--- src/rtl/ctrlport_cfg.svh ---
/*
 * Control-port subsystem configuration
 * Endpoint count and address map of the register subsystem
 */

`ifndef CTRLPORT_CFG_SVH
`define CTRLPORT_CFG_SVH

// Number of endpoints hanging off the decoder
`define CTRLPORT_NUM_PORTS 2

// First address of endpoint 0, the windows follow back to back
`define CTRLPORT_BASE_ADDR 20'h00400

// Address bits handed to each endpoint, so each window is 256 words
`define CTRLPORT_SLAVE_ADDR_W 8

// With these values the map becomes
//   0x400 to 0x4FF  scratch register bank
//   0x500 to 0x5FF  event counter

`endif

--- src/rtl/ctrlport_pkg.sv ---
/*
 * Control-port shared types
 * Field types for the request and response sides of the control port,
 * plus the response status codes used by every endpoint
 */

`default_nettype none

package ctrlport_pkg;

  // ----------------------------------------------------------------------
  // Request fields
  // ----------------------------------------------------------------------

  // Word address as seen by the master, endpoints see a stripped copy
  typedef logic [19:0] ctrlport_addr_t;

  // Write data on requests and read data on responses
  typedef logic [31:0] ctrlport_data_t;

  // One enable per byte lane of the data word
  typedef logic [3:0]  ctrlport_byte_en_t;

  // Timestamp for timed commands
  typedef logic [63:0] ctrlport_time_t;

  // ----------------------------------------------------------------------
  // Response status
  // ----------------------------------------------------------------------

  // STS_WARNING exists in the encoding but no endpoint here returns it
  typedef enum logic [1:0] {
    STS_OKAY    = 2'd0,
    STS_CMDERR  = 2'd1,
    STS_TSERR   = 2'd2,
    STS_WARNING = 2'd3
  } ctrlport_status_t;

endpackage : ctrlport_pkg

`default_nettype wire

--- src/rtl/ctrlport_decoder.sv ---
/*
 * Control-port address decoder
 * Steers one master request to the endpoint whose window holds the address
 * and merges the endpoint responses into one registered response
 */

`timescale 1ns/1ns
`default_nettype none

module ctrlport_decoder #(
  parameter int                          NUM_SLAVES   = 2,
  parameter ctrlport_pkg::ctrlport_addr_t BASE_ADDR    = 20'h00000,
  parameter int                          SLAVE_ADDR_W = 8
) (
  input  wire                                  ctrlport_clk,
  input  wire                                  ctrlport_rst,

  // Master side
  input  wire                                  s_ctrlport_req_wr,
  input  wire                                  s_ctrlport_req_rd,
  input  wire ctrlport_pkg::ctrlport_addr_t    s_ctrlport_req_addr,
  input  wire ctrlport_pkg::ctrlport_data_t    s_ctrlport_req_data,
  input  wire ctrlport_pkg::ctrlport_byte_en_t s_ctrlport_req_byte_en,
  input  wire                                  s_ctrlport_req_has_time,
  input  wire ctrlport_pkg::ctrlport_time_t    s_ctrlport_req_time,
  output logic                                 s_ctrlport_resp_ack,
  output ctrlport_pkg::ctrlport_status_t       s_ctrlport_resp_status,
  output ctrlport_pkg::ctrlport_data_t         s_ctrlport_resp_data,

  // Endpoint side, one slice per endpoint
  output logic [NUM_SLAVES-1:0] m_ctrlport_req_wr,
  output logic [NUM_SLAVES-1:0] m_ctrlport_req_rd,
  output logic [NUM_SLAVES*$bits(ctrlport_pkg::ctrlport_addr_t)-1:0]    m_ctrlport_req_addr,
  output logic [NUM_SLAVES*$bits(ctrlport_pkg::ctrlport_data_t)-1:0]    m_ctrlport_req_data,
  output logic [NUM_SLAVES*$bits(ctrlport_pkg::ctrlport_byte_en_t)-1:0] m_ctrlport_req_byte_en,
  output logic [NUM_SLAVES-1:0] m_ctrlport_req_has_time,
  output logic [NUM_SLAVES*$bits(ctrlport_pkg::ctrlport_time_t)-1:0]    m_ctrlport_req_time,
  input  wire  [NUM_SLAVES-1:0] m_ctrlport_resp_ack,
  input  wire  [NUM_SLAVES*$bits(ctrlport_pkg::ctrlport_status_t)-1:0]  m_ctrlport_resp_status,
  input  wire  [NUM_SLAVES*$bits(ctrlport_pkg::ctrlport_data_t)-1:0]    m_ctrlport_resp_data
);

  import ctrlport_pkg::*;

  localparam int ADDR_W  = $bits(ctrlport_addr_t);
  localparam int DATA_W  = $bits(ctrlport_data_t);
  localparam int BE_W    = $bits(ctrlport_byte_en_t);
  localparam int TIME_W  = $bits(ctrlport_time_t);
  localparam int STS_W   = $bits(ctrlport_status_t);

  // Address layout is | base | port number | endpoint offset |
  localparam int PORT_NUM_W    = $clog2(NUM_SLAVES);
  localparam int BASE_ADDR_POS = SLAVE_ADDR_W + PORT_NUM_W;

  localparam ctrlport_addr_t BASE_ADDR_MASK  = {ADDR_W{1'b1}} << BASE_ADDR_POS;
  localparam ctrlport_addr_t SLAVE_ADDR_MASK = ~({ADDR_W{1'b1}} << SLAVE_ADDR_W);

  // ----------------------------------------------------------------------
  // Request split
  // ----------------------------------------------------------------------

  logic                  base_hit;
  ctrlport_addr_t        port_num;
  logic [NUM_SLAVES-1:0] slave_hit;

  // With a single endpoint the base mask covers every upper bit, so the
  // port number comes out as zero and the compare below still works
  assign base_hit = ((s_ctrlport_req_addr & BASE_ADDR_MASK) == BASE_ADDR);
  assign port_num = (s_ctrlport_req_addr & ~BASE_ADDR_MASK) >> SLAVE_ADDR_W;

  always_comb begin
    for (int i = 0; i < NUM_SLAVES; i++) begin
      slave_hit[i] = base_hit && (port_num == ctrlport_addr_t'(i));
    end
  end

  always_ff @(posedge ctrlport_clk) begin
    if (ctrlport_rst) begin
      m_ctrlport_req_wr <= '0;
      m_ctrlport_req_rd <= '0;
    end else begin
      // Only the addressed endpoint sees a strobe, unmapped requests are dropped
      m_ctrlport_req_wr <= {NUM_SLAVES{s_ctrlport_req_wr}} & slave_hit;
      m_ctrlport_req_rd <= {NUM_SLAVES{s_ctrlport_req_rd}} & slave_hit;
    end

    // Payload goes to every endpoint and only matters next to a strobe
    for (int i = 0; i < NUM_SLAVES; i++) begin
      m_ctrlport_req_addr[ADDR_W*i +: ADDR_W]  <= s_ctrlport_req_addr & SLAVE_ADDR_MASK;
      m_ctrlport_req_data[DATA_W*i +: DATA_W]  <= s_ctrlport_req_data;
      m_ctrlport_req_byte_en[BE_W*i +: BE_W]   <= s_ctrlport_req_byte_en;
      m_ctrlport_req_has_time[i]               <= s_ctrlport_req_has_time;
      m_ctrlport_req_time[TIME_W*i +: TIME_W]  <= s_ctrlport_req_time;
    end
  end

  // ----------------------------------------------------------------------
  // Response merge
  // ----------------------------------------------------------------------

  logic             any_ack;
  logic [STS_W-1:0] status_or;
  ctrlport_data_t   data_or;

  // Each response is masked by its own ack, so idle endpoints add nothing
  always_comb begin
    any_ack   = 1'b0;
    status_or = '0;
    data_or   = '0;
    for (int s = 0; s < NUM_SLAVES; s++) begin
      any_ack   = any_ack | m_ctrlport_resp_ack[s];
      status_or = status_or |
                  (m_ctrlport_resp_status[STS_W*s +: STS_W] & {STS_W{m_ctrlport_resp_ack[s]}});
      data_or   = data_or |
                  (m_ctrlport_resp_data[DATA_W*s +: DATA_W] & {DATA_W{m_ctrlport_resp_ack[s]}});
    end
  end

  // Registered merge keeps the endpoint logic off the master's timing path
  always_ff @(posedge ctrlport_clk) begin
    if (ctrlport_rst) begin
      s_ctrlport_resp_ack <= 1'b0;
    end else begin
      s_ctrlport_resp_ack <= any_ack;
    end
    s_ctrlport_resp_status <= ctrlport_status_t'(status_or);
    s_ctrlport_resp_data   <= data_or;
  end

endmodule : ctrlport_decoder

`default_nettype wire

--- src/rtl/ctrlport_event_counter.sv ---
/*
 * Event counter with threshold
 * Counts event pulses, compares the count against a programmable
 * threshold and raises a registered flag once it is reached
 */

`timescale 1ns/1ns
`default_nettype none

module ctrlport_event_counter (
  input  wire                                  ctrlport_clk,
  input  wire                                  ctrlport_rst,
  input  wire                                  req_wr,
  input  wire                                  req_rd,
  input  wire ctrlport_pkg::ctrlport_addr_t    req_addr,
  input  wire ctrlport_pkg::ctrlport_data_t    req_data,
  input  wire ctrlport_pkg::ctrlport_byte_en_t req_byte_en,
  input  wire                                  req_has_time,
  input  wire                                  event_pulse,
  output logic                                 resp_ack,
  output ctrlport_pkg::ctrlport_status_t       resp_status,
  output ctrlport_pkg::ctrlport_data_t         resp_data,
  output logic                                 threshold_hit
);

  import ctrlport_pkg::*;

  // Register offsets in the endpoint window
  localparam ctrlport_addr_t REG_COUNT     = 20'd0;
  localparam ctrlport_addr_t REG_THRESHOLD = 20'd1;
  localparam int             NUM_BYTES     = $bits(ctrlport_byte_en_t);

  ctrlport_data_t   count;
  ctrlport_data_t   threshold;
  logic             sel_count;
  logic             sel_threshold;
  logic             wr_ok;
  ctrlport_status_t next_status;
  ctrlport_data_t   next_data;

  assign sel_count     = (req_addr == REG_COUNT);
  assign sel_threshold = (req_addr == REG_THRESHOLD);
  assign wr_ok         = req_wr && !req_has_time;

  always_comb begin
    next_status = STS_OKAY;
    next_data   = '0;
    if (req_has_time) begin
      next_status = STS_TSERR;
    end else if (!(sel_count || sel_threshold)) begin
      next_status = STS_CMDERR;
    end else if (req_rd) begin
      next_data = sel_count ? count : threshold;
    end
  end

  // ----------------------------------------------------------------------
  // Count, threshold and flag
  // ----------------------------------------------------------------------

  always_ff @(posedge ctrlport_clk) begin
    if (ctrlport_rst) begin
      resp_ack      <= 1'b0;
      count         <= '0;
      threshold     <= '0;
      threshold_hit <= 1'b0;
    end else begin
      resp_ack <= req_wr | req_rd;

      // A write of any value clears the count, and the clear beats a pulse
      if (wr_ok && sel_count) begin
        count <= '0;
      end else if (event_pulse) begin
        count <= count + 1'b1;
      end

      if (wr_ok && sel_threshold) begin
        for (int b = 0; b < NUM_BYTES; b++) begin
          if (req_byte_en[b]) begin
            threshold[8*b +: 8] <= req_data[8*b +: 8];
          end
        end
      end

      // A zero threshold keeps the flag off
      threshold_hit <= (threshold != '0) && (count >= threshold);
    end
  end

  always_ff @(posedge ctrlport_clk) begin
    resp_status <= next_status;
    resp_data   <= next_data;
  end

endmodule : ctrlport_event_counter

`default_nettype wire

--- src/rtl/ctrlport_scratch_regs.sv ---
/*
 * Scratch register bank
 * Four 32-bit read-write registers with byte-lane writes
 */

`timescale 1ns/1ns
`default_nettype none

module ctrlport_scratch_regs (
  input  wire                                  ctrlport_clk,
  input  wire                                  ctrlport_rst,
  input  wire                                  req_wr,
  input  wire                                  req_rd,
  input  wire ctrlport_pkg::ctrlport_addr_t    req_addr,
  input  wire ctrlport_pkg::ctrlport_data_t    req_data,
  input  wire ctrlport_pkg::ctrlport_byte_en_t req_byte_en,
  input  wire                                  req_has_time,
  output logic                                 resp_ack,
  output ctrlport_pkg::ctrlport_status_t       resp_status,
  output ctrlport_pkg::ctrlport_data_t         resp_data
);

  import ctrlport_pkg::*;

  localparam int NUM_REGS = 4;
  localparam int NUM_BYTES = $bits(ctrlport_byte_en_t);

  ctrlport_data_t   regs [NUM_REGS];
  logic             addr_ok;
  logic [1:0]       reg_idx;
  logic             write_ok;
  ctrlport_status_t next_status;
  ctrlport_data_t   next_data;

  assign addr_ok  = (req_addr < ctrlport_addr_t'(NUM_REGS));
  assign reg_idx  = req_addr[1:0];
  // Timed commands are refused, so they never touch the bank
  assign write_ok = req_wr && !req_has_time && addr_ok;

  // Timestamp error wins over a bad offset
  always_comb begin
    next_status = STS_OKAY;
    next_data   = '0;
    if (req_has_time) begin
      next_status = STS_TSERR;
    end else if (!addr_ok) begin
      next_status = STS_CMDERR;
    end else if (req_rd) begin
      next_data = regs[reg_idx];
    end
  end

  always_ff @(posedge ctrlport_clk) begin
    if (ctrlport_rst) begin
      resp_ack <= 1'b0;
      for (int i = 0; i < NUM_REGS; i++) begin
        regs[i] <= '0;
      end
    end else begin
      // Every strobe is answered on the next cycle
      resp_ack <= req_wr | req_rd;
      if (write_ok) begin
        for (int b = 0; b < NUM_BYTES; b++) begin
          if (req_byte_en[b]) begin
            regs[reg_idx][8*b +: 8] <= req_data[8*b +: 8];
          end
        end
      end
    end
  end

  always_ff @(posedge ctrlport_clk) begin
    resp_status <= next_status;
    resp_data   <= next_data;
  end

endmodule : ctrlport_scratch_regs

`default_nettype wire

--- src/rtl/ctrlport_subsystem.sv ---
/*
 * Control-port register subsystem
 * One master port decoded onto a scratch register bank and an event counter
 */

`timescale 1ns/1ns
`default_nettype none

`include "ctrlport_cfg.svh"

module ctrlport_subsystem (
  input  wire                                  ctrlport_clk,
  input  wire                                  ctrlport_rst,
  input  wire                                  s_req_wr,
  input  wire                                  s_req_rd,
  input  wire ctrlport_pkg::ctrlport_addr_t    s_req_addr,
  input  wire ctrlport_pkg::ctrlport_data_t    s_req_data,
  input  wire ctrlport_pkg::ctrlport_byte_en_t s_req_byte_en,
  input  wire                                  s_req_has_time,
  input  wire ctrlport_pkg::ctrlport_time_t    s_req_time,
  output ctrlport_pkg::ctrlport_status_t       s_resp_status,
  output logic                                 s_resp_ack,
  output ctrlport_pkg::ctrlport_data_t         s_resp_data,
  input  wire                                  event_pulse,
  output logic                                 threshold_hit
);

  import ctrlport_pkg::*;

  localparam int NP     = `CTRLPORT_NUM_PORTS;
  localparam int ADDR_W = $bits(ctrlport_addr_t);
  localparam int DATA_W = $bits(ctrlport_data_t);
  localparam int BE_W   = $bits(ctrlport_byte_en_t);
  localparam int STS_W  = $bits(ctrlport_status_t);

  // Flattened endpoint buses, slice 0 is the scratch bank, slice 1 the counter
  logic [NP-1:0]        ep_req_wr;
  logic [NP-1:0]        ep_req_rd;
  logic [NP*ADDR_W-1:0] ep_req_addr;
  logic [NP*DATA_W-1:0] ep_req_data;
  logic [NP*BE_W-1:0]   ep_req_byte_en;
  logic [NP-1:0]        ep_req_has_time;
  logic [NP-1:0]        ep_resp_ack;
  logic [NP*STS_W-1:0]  ep_resp_status;
  logic [NP*DATA_W-1:0] ep_resp_data;

  // The timestamp output stays open because neither endpoint runs timed commands
  ctrlport_decoder #(
    .NUM_SLAVES   (`CTRLPORT_NUM_PORTS),
    .BASE_ADDR    (`CTRLPORT_BASE_ADDR),
    .SLAVE_ADDR_W (`CTRLPORT_SLAVE_ADDR_W)
  ) u_decoder (
    .ctrlport_clk            (ctrlport_clk),
    .ctrlport_rst            (ctrlport_rst),
    .s_ctrlport_req_wr       (s_req_wr),
    .s_ctrlport_req_rd       (s_req_rd),
    .s_ctrlport_req_addr     (s_req_addr),
    .s_ctrlport_req_data     (s_req_data),
    .s_ctrlport_req_byte_en  (s_req_byte_en),
    .s_ctrlport_req_has_time (s_req_has_time),
    .s_ctrlport_req_time     (s_req_time),
    .s_ctrlport_resp_ack     (s_resp_ack),
    .s_ctrlport_resp_status  (s_resp_status),
    .s_ctrlport_resp_data    (s_resp_data),
    .m_ctrlport_req_wr       (ep_req_wr),
    .m_ctrlport_req_rd       (ep_req_rd),
    .m_ctrlport_req_addr     (ep_req_addr),
    .m_ctrlport_req_data     (ep_req_data),
    .m_ctrlport_req_byte_en  (ep_req_byte_en),
    .m_ctrlport_req_has_time (ep_req_has_time),
    .m_ctrlport_req_time     (),
    .m_ctrlport_resp_ack     (ep_resp_ack),
    .m_ctrlport_resp_status  (ep_resp_status),
    .m_ctrlport_resp_data    (ep_resp_data)
  );

  ctrlport_scratch_regs u_scratch (
    .ctrlport_clk (ctrlport_clk),
    .ctrlport_rst (ctrlport_rst),
    .req_wr       (ep_req_wr[0]),
    .req_rd       (ep_req_rd[0]),
    .req_addr     (ep_req_addr[0*ADDR_W +: ADDR_W]),
    .req_data     (ep_req_data[0*DATA_W +: DATA_W]),
    .req_byte_en  (ep_req_byte_en[0*BE_W +: BE_W]),
    .req_has_time (ep_req_has_time[0]),
    .resp_ack     (ep_resp_ack[0]),
    .resp_status  (ep_resp_status[0*STS_W +: STS_W]),
    .resp_data    (ep_resp_data[0*DATA_W +: DATA_W])
  );

  ctrlport_event_counter u_counter (
    .ctrlport_clk  (ctrlport_clk),
    .ctrlport_rst  (ctrlport_rst),
    .req_wr        (ep_req_wr[1]),
    .req_rd        (ep_req_rd[1]),
    .req_addr      (ep_req_addr[1*ADDR_W +: ADDR_W]),
    .req_data      (ep_req_data[1*DATA_W +: DATA_W]),
    .req_byte_en   (ep_req_byte_en[1*BE_W +: BE_W]),
    .req_has_time  (ep_req_has_time[1]),
    .event_pulse   (event_pulse),
    .resp_ack      (ep_resp_ack[1]),
    .resp_status   (ep_resp_status[1*STS_W +: STS_W]),
    .resp_data     (ep_resp_data[1*DATA_W +: DATA_W]),
    .threshold_hit (threshold_hit)
  );

endmodule : ctrlport_subsystem

`default_nettype wire

--- config.mk ---
export PLATFORM = sky130hd
export DESIGN_NAME = ctrlport_subsystem
export DESIGN_NICKNAME = d
export VERILOG_FILES = /design/src/rtl/ctrlport_pkg.sv /design/src/rtl/ctrlport_decoder.sv /design/src/rtl/ctrlport_event_counter.sv /design/src/rtl/ctrlport_scratch_regs.sv /design/src/rtl/ctrlport_subsystem.sv
export VERILOG_INCLUDE_DIRS = /design/src /design/src/rtl
export SDC_FILE = /design/constraint.sdc
export NUM_CORES = 1
export LEC_CHECK = 0
export BUFFER_PORTS_ARGS = -buffer_cell sky130_fd_sc_hd__buf_2
export CAP_MARGIN = 40
export CORE_UTILIZATION = 54
export DETAILED_ROUTE_END_ITERATION = 12
export PLACE_DENSITY = 0.77
export SLEW_MARGIN = 10
export SYNTH_ARGS = -nofsm -noshare
export SYNTH_HDL_FRONTEND = slang
export SYNTH_HIERARCHICAL = 1
export SYNTH_SLANG_ARGS = --single-unit
--- constraint.sdc ---
create_clock -name ctrlport_clk -period 2.25 [get_ports ctrlport_clk]
set_clock_uncertainty 0.2 [all_clocks]
set_input_delay 0.3375 -clock ctrlport_clk [delete_from_list [all_inputs] [get_ports ctrlport_clk]]
set_output_delay 0.3375 -clock ctrlport_clk [all_outputs]
set_load 0.005 [all_outputs]
==> results of run 1 <==
registers in the layout, summed over array words and instances, names as in the netlist, 2 cells and up:
signal	count
u_scratch/regs	128
u_counter/count	32
u_counter/resp_data	32
u_counter/threshold	32
u_decoder/m_ctrlport_req_data	32
u_decoder/s_ctrlport_resp_data	32
u_scratch/resp_data	32
u_decoder/m_ctrlport_req_addr	8
u_decoder/m_ctrlport_req_byte_en	4
u_counter/resp_status	2
u_decoder/m_ctrlport_req_rd	2
u_decoder/m_ctrlport_req_wr	2
u_decoder/s_ctrlport_resp_status	2
u_scratch/resp_status	2
where the power goes:
group / total [uW] / switching (uW) / leakage [uW] / internal (uW)
Combinational: 520 / 242 / 0.00291 / 279
Clock: 5950 / 2360 / 0.000587 / 3600
Sequential: 6710 / 104 / 0.00316 / 6600
Total: 13200 / 2700 / 0.00665 / 10500
cells in the final DEF (no fill, tap or decap), types with 10 or more instances in the layout:
cell type,n
nor2_1,120
ha_1,33
nand3_1,15
conb_1,24
xnor2_1,12
nor3_1,89
clkbuf_16,37
inv_1,34
nand4_1,18
mux2i_1,65
edfxtp_1,128
a22o_1,34
a21o_1,14
dlygate4sd3_1,59
buf_4,81
buf_2,97
and2_1,48
nor2b_1,34
nand2b_1,10
mux4_2,32
buf_12,18
xor2_1,14
nand2_1,101
dfxtp_1,218
nor4_1,19
a21oi_1,16
final timing paths:
path                                           from                                  to  slack, ns
hold reg to reg             u_counter/resp_data[19]  u_decoder/s_ctrlport_resp_data[19]       0.24
hold / removal              u_counter/resp_data[19]  u_decoder/s_ctrlport_resp_data[19]       0.24
setup / recovery                     s_req_addr[19]      u_decoder/m_ctrlport_req_wr[0]       0.05
setup reg to reg  u_decoder/m_ctrlport_req_addr[21]               u_scratch/regs[3][30]       0.09
layer usage:
metal | vias up | GRT usage, %
met4 | 0 | 8.45
met5 | - | 0
met1 | 4877 | 34.6
met3 | 72 | 4.03
met2 | 494 | 41.9
li1 | 4731 | -
area by class of cell:
type | count | area (um^2) | share of cell area [%]
clock buffers | 52 | 1050 | 6.01
well taps | 335 | 419 | 2.39
inverters | 34 | 128 | 0.728
multi-input cells | 768 | 5500 | 31.4
repair buffers | 256 | 2060 | 11.7
flip-flops and latches | 347 | 8230 | 47.0
clock inverters | 11 | 139 | 0.793
critical path, cell delays in order:
cell,delay (ns)
dlygate4sd3_1,0.53
buf_2,0.12
or4_4,0.50
dlygate4sd3_1,0.61
nor4_1,0.29
metrics by stage:
stage | hold WS [ns] | setup slack, ns
floorplan | 0.165 | 0.113
global placement | 0.222 | 0.0113
detailed placement | 0.222 | -0.00560
CTS | 0.236 | 0.0114
global route | 0.252 | 0.00357
finish | 0.237 | 0.0547
what timing repair did:
item	in CTS	in global routing
setup buffers	0	2
resized for setup	3	8
hold buffers	59	0
setup endpoints to repair	1	98
endpoints found under the hold margin	52	0
cloned	0	0
pin swaps	0	3
==> metrics.md, run 1 <==
| Metric | Value |
|---|---|
| Status | finished with violations |
| Failing checks | DRC |
| Fin util | 66.9% |
| Die W | 166 um |
| Row count | 59 |
| Peak VDD IR | 596 uV |
| Count of final hold-check violations | 0 |
| Initial Util | 55.3% |
| Clock root buffer | clkbuf_16 |
| Remaining DRCs | 9 |
| Unrepaired setup endpoints after global routing | false |
| Vias in the first global route | 10.1k |
| Avg Vias per Cell | 5.64 |
| CTS Buffer Depth | 3 |
| Hpwl dp | 22.6 mm |
| F_max | 0.456 GHz |
| Hold Crit Class | reg -> reg |
| M1 WL | 14.4 mm |
| GRT Util Overall | 25.5% |
| CP max FO | 3 |
| Pwr Total | 13,200 uW |
| Design area | 17,500 um^2 |
| Placer Congestion | 0.851 |
| Metal2 WL | 16.7 mm |
| Routed vias | 10.2k |
| Antenna Cells | 0 |
| TritonRoute pass-1 iters | 10 |
| Post-route ant nets | 0 |
| Drt wl/cell | 19.3 um |
| First-pass GRT wire length | 54.8 mm |
| Port Buffers | 97 |
| CTS Buf Count | 35 |
| Worst path required time | 2.45 ns |
| Worst-path clk slew | 0.06 ns |
| Slew headroom | 53.2% |
| WHS Path Cells | 1 |
| Placed cell area | 15,700 um^2 |
| CTS tree | yes |
| Post-synthesis cell area | 14,500 um^2 |
| Arrival time at the worst endpoint | 2.40 ns |
| Die height | 166 um |
| Final worst-path cycle share | 97.6% |
| Initial antenna violation count | 0 |
| Met3 WL | 3.00 mm |
| Largest net degree at the start of global routing | 44 |
| Final Instance Count excl. Fillers | 1,803 |
| Die ar. | 27,500 um^2 |
| Setup_tns | 0 ns |
| LEAKAGE | 0.00665 uW |
| Area growth syn-to-layout | 21.0% |
| Htree depth | 2 |
| CP Class | in -> reg |
| Max-cap viol count | 0 |
| Ys Warns | 6 |
| Cells after DPL | 1,679 |
| Final setup viols | 0 |
| Worst r2r path cells | 4 |
| Share of cells above drive strength 1 | 22.0% |
| CTS Sinks | 347 |
| DR top layer | met4 |
| Worst Setup End Kind | flip-flop |
| Cell count after synthesis | 1,253 |
| Core Footprint | 26,200 um^2 |
| Fill count | 1,819 |
| Pwr Density | 752 nW/um^2 |
| Fin. max-slew vios | 0 |
| Final net count | 1,601 |
| Num ports | 162 |
| Syn avg cell area | 11.6 um^2 |
| Startpoint types | primary input |
| Slew @ Worst Pin | 0.699 ns |
| Total length of routed wires | 34.9 mm |
| Starting DRT DRC Count | 1,163 |
| Clock latency reported for the late side of the worst-skew pair | 0.51 ns |
| Grt ovf | 0 |
| Min cycle time layout | 2.20 ns |
No activity file was read; power rests on OpenSTA's default activity.
==> run 2, diff against run 1 <==
--- a/config.mk
+++ b/config.mk
@@ -12,3 +12,3 @@
 export DETAILED_ROUTE_END_ITERATION = 12
-export PLACE_DENSITY = 0.77
+export PLACE_DENSITY_LB_ADDON = 0.12
 export SLEW_MARGIN = 10
--- a/constraint.sdc
+++ b/constraint.sdc
@@ -4,2 +4,2 @@
 set_output_delay 0.3375 -clock ctrlport_clk [all_outputs]
-set_load 0.005 [all_outputs]
+set_load 0.02 [all_outputs]
==> run 2 against run 1 <==
Against the previous run:
- the run still ends with DRC left
- non-clock buffer count grew 13
- global-route usage shrank 0.39 points
- register-to-register slack lost 0.06 ns
- count of clock-buffer cells in the layout grew 2
==> metrics.md, run 2 (synthesis gave the netlist of run 1 again) <==
| Metric | Value |
|---|---|
| Status | finished with violations |
| Failing checks | DRC |
| Unrepaired setup endpoints after global routing | true |
| LEAKAGE | 0.00675 uW (+1.5%) |
| Routed vias | 9,958 (-2.1%) |
| WP buf/inv | 3 (unchanged) |
| Met2 usage | 40.0% (-1.9 points) |
| Min cycle time layout | 2.22 ns (+0.0235 ns) |
| Count of final hold-check violations | 0 (unchanged) |
| Initial antenna violation count | 0 (unchanged) |
| Slew headroom | 58.3% (+5.0 points) |
| Placer Congestion | 0.857 (+0.68%) |
| Biggest register | u_scratch/regs |
| Startpoint types | flip-flop |
| Max reg flops | 128 (unchanged) |
| Port Buffers | 97 (unchanged) |
| CTS Buffer Depth | 3 (unchanged) |
| Largest net degree at the start of global routing | 56 (+27%) |
| Slew @ Worst Pin | 0.624 ns (-0.0751 ns) |
| Clock root buffer | clkbuf_16 |
| Num ports | 162 (unchanged) |
| Vias in the first global route | 9,815 (-2.9%) |
| Grt ovf | 0 (unchanged) |
| Final net count | 1,616 (+0.94%) |
| Die W | 166 um (unchanged) |
| Hpwl dp | 23.4 mm (+3.6%) |
| TritonRoute pass-1 iters | 9 (-1) |
| CTS tree | yes |
| GRT Util Overall | 25.1% (-0.39 points) |
| Most Crowded Layer GR | met2 |
| Final worst-path cycle share | 98.6% (+1.0 points) |
| Crit path largest cell delay | 0.34 ns (-0.27 ns) |
| Commonest cells after routing, fill and taps aside | dfxtp_1 (215), edfxtp_1 (128), nor2_1 (120) |
| Clock latency reported for the late side of the worst-skew pair | 0.52 ns (about the same) |
| Most common cell after layout, fill and taps aside | dfxtp_1 |
| CTS Sinks | 347 (unchanged) |
| Peak VDD IR | 691 uV (+16%) |
| Worst Setup End Kind | flip-flop |
| CP max FO | 28 (+25) |
| Core Footprint | 26,200 um^2 (unchanged) |
| Met1 GRT Util | 35.8% (+1.3 points) |
| Crit path top cell by count | nor4_4 |
| Worst path required time | 2.44 ns (about the same) |
| Setup ws final | 0.0312 ns (-0.0235 ns) |
| Worst r2r src | u_decoder/m_ctrlport_req_addr[26] |
| Share of cells above drive strength 1 | 22.3% (+0.25 points) |
| Arrival time at the worst endpoint | 2.40 ns (about the same) |
| Hold Crit Class | in -> reg |
| CTS Buf Count | 37 (+5.7%) |
| First-pass GRT wire length | 53.3 mm (-2.6%) |
| Starting DRT DRC Count | 969 (-17%) |
| Avg Vias per Cell | 5.48 (-2.9%) |
| Remaining DRCs | 9 (unchanged) |
| Fin. max-slew vios | 0 (unchanged) |
| Hold_ws | 0.191 ns (-0.0459 ns) |
| Htree depth | 2 (unchanged) |
| Pwr Density | 763 nW/um^2 (+1.4%) |
| CP Class | reg -> reg |
| Area growth syn-to-layout | 22.1% |
| Hold_sp | ctrlport_rst |
| Post-route ant nets | 0 (unchanged) |
| Row count | 59 (unchanged) |
| Fin util | 67.5% (+0.65 points) |
| Die height | 166 um (unchanged) |
| Total length of routed wires | 34.6 mm (-0.68%) |
| Die ar. | 27,500 um^2 (unchanged) |
| Crit path max-delay family | simple AND/OR/NAND/NOR gates |
| Setup WS pre-CTS | 0.0194 ns (+0.0250 ns) |
| Final setup viols | 0 (unchanged) |
| Initial Util | 55.3% (unchanged) |
| CP max-delay cell | nor4_4 |
| Critical path, cell by cell | nor4_4 > nand4_4 > buf_12 > nor4_4 > buf_4 > buf_8 > and2_4 |
| Worst-path clk slew | 0.06 ns (about the same) |
| F_max | 0.451 GHz (-1.1%) |
| Critical Path Start | u_decoder/m_ctrlport_req_addr[26] |
| Met3 Usage GRT | 3.91% (-0.12 points) |
| Antenna Cells | 0 (unchanged) |
| Max-cap viol count | 0 (unchanged) |
| Drt wl/cell | 19.0 um (-1.5%) |
## run 2: final timing paths
kind / endpoint / slack [ns] / depth (start not counted)
max: u_scratch/regs[3][20] / 0.03 / 7
min: u_scratch/resp_ack / 0.19 / 3
max reg2reg: u_scratch/regs[3][20] / 0.03 / 7
min reg2reg: u_decoder/s_ctrlport_resp_data[11] / 0.24 / 1
## run 2: area by class of cell
cell class / count / area (um^2)
fill: 1916 / 8510
sequential: 347 / 8230
multi-input combinational: 768 / 5490
timing repair buffer: 269 / 2180
clock buffer: 54 / 1040
tap: 335 / 419
clock inverter: 11 / 205
inverter: 34 / 128
## run 2: through the flow
step	cells	TNS, ns	instance area (um^2)	power (uW)
after floorplan	1276	0	14600	7110
after detailed placement	1689	0	15700	7280
after CTS	1813	0	17600	13600
final	1818	0	17700	13500
after global placement	1689	0	15700	7260
after global routing	1818	-0.683	17700	13900
## run 2: worst min-delay path: stages
cell and delay [ns]:
buf_2 0.21, buf_4 0.22, nor2_1 0.10
## run 2: routing by layer
layer  routed length, um  vias to the layer above
met2               15900                      326
met3                2110                       52
met5                   0                        -
met4                 686                        0
li1                    -                     4755
met1               15900                     4825
## run 2: repair_timing
action	in CTS	in global routing
setup endpoints to repair	1	37
buffers inserted	0	3
pin swaps	0	3
hold buffers	59	0
resized for setup	1	15
endpoints found under the hold margin	52	0
gates cloned	0	2
## run 2: report_power, final
group | leakage (uW) | internal [uW] | switching [uW]
Combinational | 0.00299 | 287 | 237
Clock | 0.000602 | 3900 | 2360
Sequential | 0.00316 | 6600 | 105
Total | 0.00675 | 10800 | 2700
==> run 3, diff against run 2 <==
Settings changed: CAP_MARGIN 40 to unset, CORE_MARGIN set to 2.
==> run 3 against run 2 <==
Against the previous run:
- the run now ends clean
- critical path depth is 2 lower
- first-iteration DRC count down 14%
- final cell count fell by 0.22%
- critical path type is now in -> reg
- critical endpoint is now u_decoder/m_ctrlport_req_rd[1]
==> metrics.md, run 3 (synthesis gave the netlist of run 1 again) <==
| Metric | Value |
|---|---|
| Status | finished clean |
| Starting DRT DRC Count | 831 (-14%) |
| CTS Buffer Depth | 3 (unchanged) |
| Final net count | 1,610 (-0.37%) |
| F_max | 0.447 GHz (-0.80%) |
| NetSw | 2730 uW (+0.95%) |
| Most common cell after layout, fill and taps aside | dfxtp_1 |
| Peak VDD IR | 640 uV (-7.4%) |
| Sw frac | 20.6% (+0.54 points) |
| CTS Buf Count | 37 (unchanged) |
| Area growth syn-to-layout | 21.6% |
| Num ports | 162 (unchanged) |
| Hold_ws | 0.238 ns (+0.0473 ns) |
| Seq pwr share | 50.6% (+0.9 points) |
| Clock root buffer | clkbuf_16 |
| Pwr Density | 753 nW/um^2 (-1.2%) |
| Max-cap viol count | 0 (unchanged) |
| Port Buffers | 97 (unchanged) |
| Remaining DRCs | 0 (-9) |
| Final setup viols | 0 (unchanged) |
| First-pass GRT wire length | 53.3 mm (-0.12%) |
| Startpoint types | primary input |
| Crit path largest cell delay | 0.60 ns (+0.26 ns) |
| Fin. max-slew vios | 0 (unchanged) |
| Total length of routed wires | 34.1 mm (-1.5%) |
| Grt ovf | 0 (unchanged) |
| Htree depth | 2 (unchanged) |
| Critical path, cell by cell | dlygate4sd3_1 > buf_2 > or4_4 > nor4_1 > dlygate4sd3_1 |
| Slew headroom | 58.4% (+0.097 points) |
| Setup WS pre-CTS | 0.0332 ns (+0.0139 ns) |
| CP max FO | 4 (-86%) |
| Final Instance Count excl. Fillers | 1,814 (-0.22%) |
| Commonest cells after routing, fill and taps aside | dfxtp_1 (217), edfxtp_1 (128), nor2_1 (120) |
| Share of cells above drive strength 1 | 22.1% (-0.14 points) |
| Crit path top cell by count | dlygate4sd3_1 |
| Row count | 59 (unchanged) |
| Unrepaired setup endpoints after global routing | true |
| Placer Congestion | 0.799 (-6.7%) |
| Clock power share | 45.5% (-0.9 points) |
| Die ar. | 28,200 um^2 (+2.4%) |
| Worst-path clk slew | 0.06 ns (about the same) |
| Combinational power share | 3.9% (about the same) |
| Initial Util | 55.3% (unchanged) |
| Hpwl dp | 23.0 mm (-1.7%) |
| Final worst-path cycle share | 99.4% (+0.80 points) |
| Crit path max-delay family | buffers and inverters |
| Cells after DPL | 1,687 (-0.12%) |
| P_int | 10,500 uW (-2.3%) |
| GRT Util Overall | 24.4% (-0.68 points) |
| CTS tree | yes |
| Clock latency reported for the late side of the worst-skew pair | 0.52 ns (about the same) |
| Count of final hold-check violations | 0 (unchanged) |
| Slew @ Worst Pin | 0.622 ns (-0.00146 ns) |
| Die W | 168 um (+1.2%) |
| Routed vias | 9,866 (-0.92%) |
| Max reg flops | 128 (unchanged) |
| Min cycle time layout | 2.24 ns (+0.0179 ns) |
| Placed cell area | 15,800 um^2 (about the same) |
| Avg Vias per Cell | 5.44 (-0.71%) |
| CTS Sinks | 347 (unchanged) |
| Biggest register | u_scratch/regs |
| CP Class | in -> reg |
| Antenna Cells | 0 (unchanged) |
| Drt wl/cell | 18.8 um (-1.3%) |
| Largest net degree at the start of global routing | 62 (+11%) |
| Vias in the first global route | 9,558 (-2.6%) |
| Hold Crit Class | reg -> reg |
| Design area | 17,600 um^2 (-0.46%) |
| WP buf/inv | 3 (unchanged) |
| Worst path required time | 2.51 ns (+0.07 ns) |
| Initial antenna violation count | 0 (unchanged) |
| Worst Setup End Kind | flip-flop |
| Pwr Total | 13,300 uW (-1.7%) |
| CP max-delay cell | dlygate4sd3_1 |
| LEAKAGE | 0.00670 uW (-0.68%) |
| Die height | 168 um (+1.2%) |
| Post-route ant nets | 0 (unchanged) |
| Setup ws final | 0.0133 ns (-0.0179 ns) |
| Core Footprint | 26,200 um^2 (unchanged) |
| Arrival time at the worst endpoint | 2.49 ns (+0.09 ns) |
| TritonRoute pass-1 iters | 5 (-4) |
-- run 3: changes by cell type in the layout (fill, tap and decap cells not counted), sizes merged --
cell	previous run	this run
clkbuf	55	54
buf	209	203
clkinv	4	9
bufinv	6	3
dlygate4sd3	59	60
-- run 3: stage by stage --
step | TNS (ns) | util [%]
floorplan | 0 | -
global placement | 0 | 60.1
detailed placement | 0 | 60.1
CTS | 0 | 67.0
global route | -0.537 | 67.2
finish | 0 | 67.2
-- run 3: area by class of cell --
| cell class | instances | area, um^2 |
|---|---|---|
| multi-input cells | 768 | 5490 |
| fillers | 1946 | 8600 |
| well taps | 335 | 419 |
| inverters | 34 | 128 |
| clock inverters | 13 | 139 |
| flip-flops and latches | 347 | 8230 |
| clock buffers | 54 | 1070 |
| repair buffers | 263 | 2130 |
-- run 3: path summary, 6_finish.rpt --
kind / start / end / slack, ns / cells after the start
max: s_req_addr[18] / u_decoder/m_ctrlport_req_rd[1] / 0.01 / 5
min: u_counter/resp_data[4] / u_decoder/s_ctrlport_resp_data[4] / 0.24 / 1
max reg2reg: u_counter/threshold[14] / u_counter/threshold_hit / 0.07 / 8
min reg2reg: u_counter/resp_data[4] / u_decoder/s_ctrlport_resp_data[4] / 0.24 / 1
-- run 3: layer usage --
| layer | global-route usage, % | share of wire [%] |
|---|---|---|
| met3 | 4.02 | 6.2 |
| met4 | 6.77 | 2.1 |
| met1 | 36.2 | 46 |
| met2 | 37.3 | 45 |
| met5 | 0 | 0 |
-- run 3: repair_timing --
| item | CTS | global route |
|---|---|---|
| setup endpoints to repair | 0 | 86 |
| buffers inserted | 0 | 0 |
| hold endpoints to repair | 52 | 0 |
| hold buffers | 60 | 0 |
| resized for setup | 0 | 10 |
-- run 3: power groups by stage --
stage | Combinational (uW) | Clock, uW | Sequential, uW
after floorplan | 323 | 0 | 6790
after global placement | 426 | 0 | 6840
after detailed placement | 431 | 0 | 6840
after CTS | 505 | 6120 | 6710
after global routing | 553 | 6410 | 6720
final | 516 | 6040 | 6710
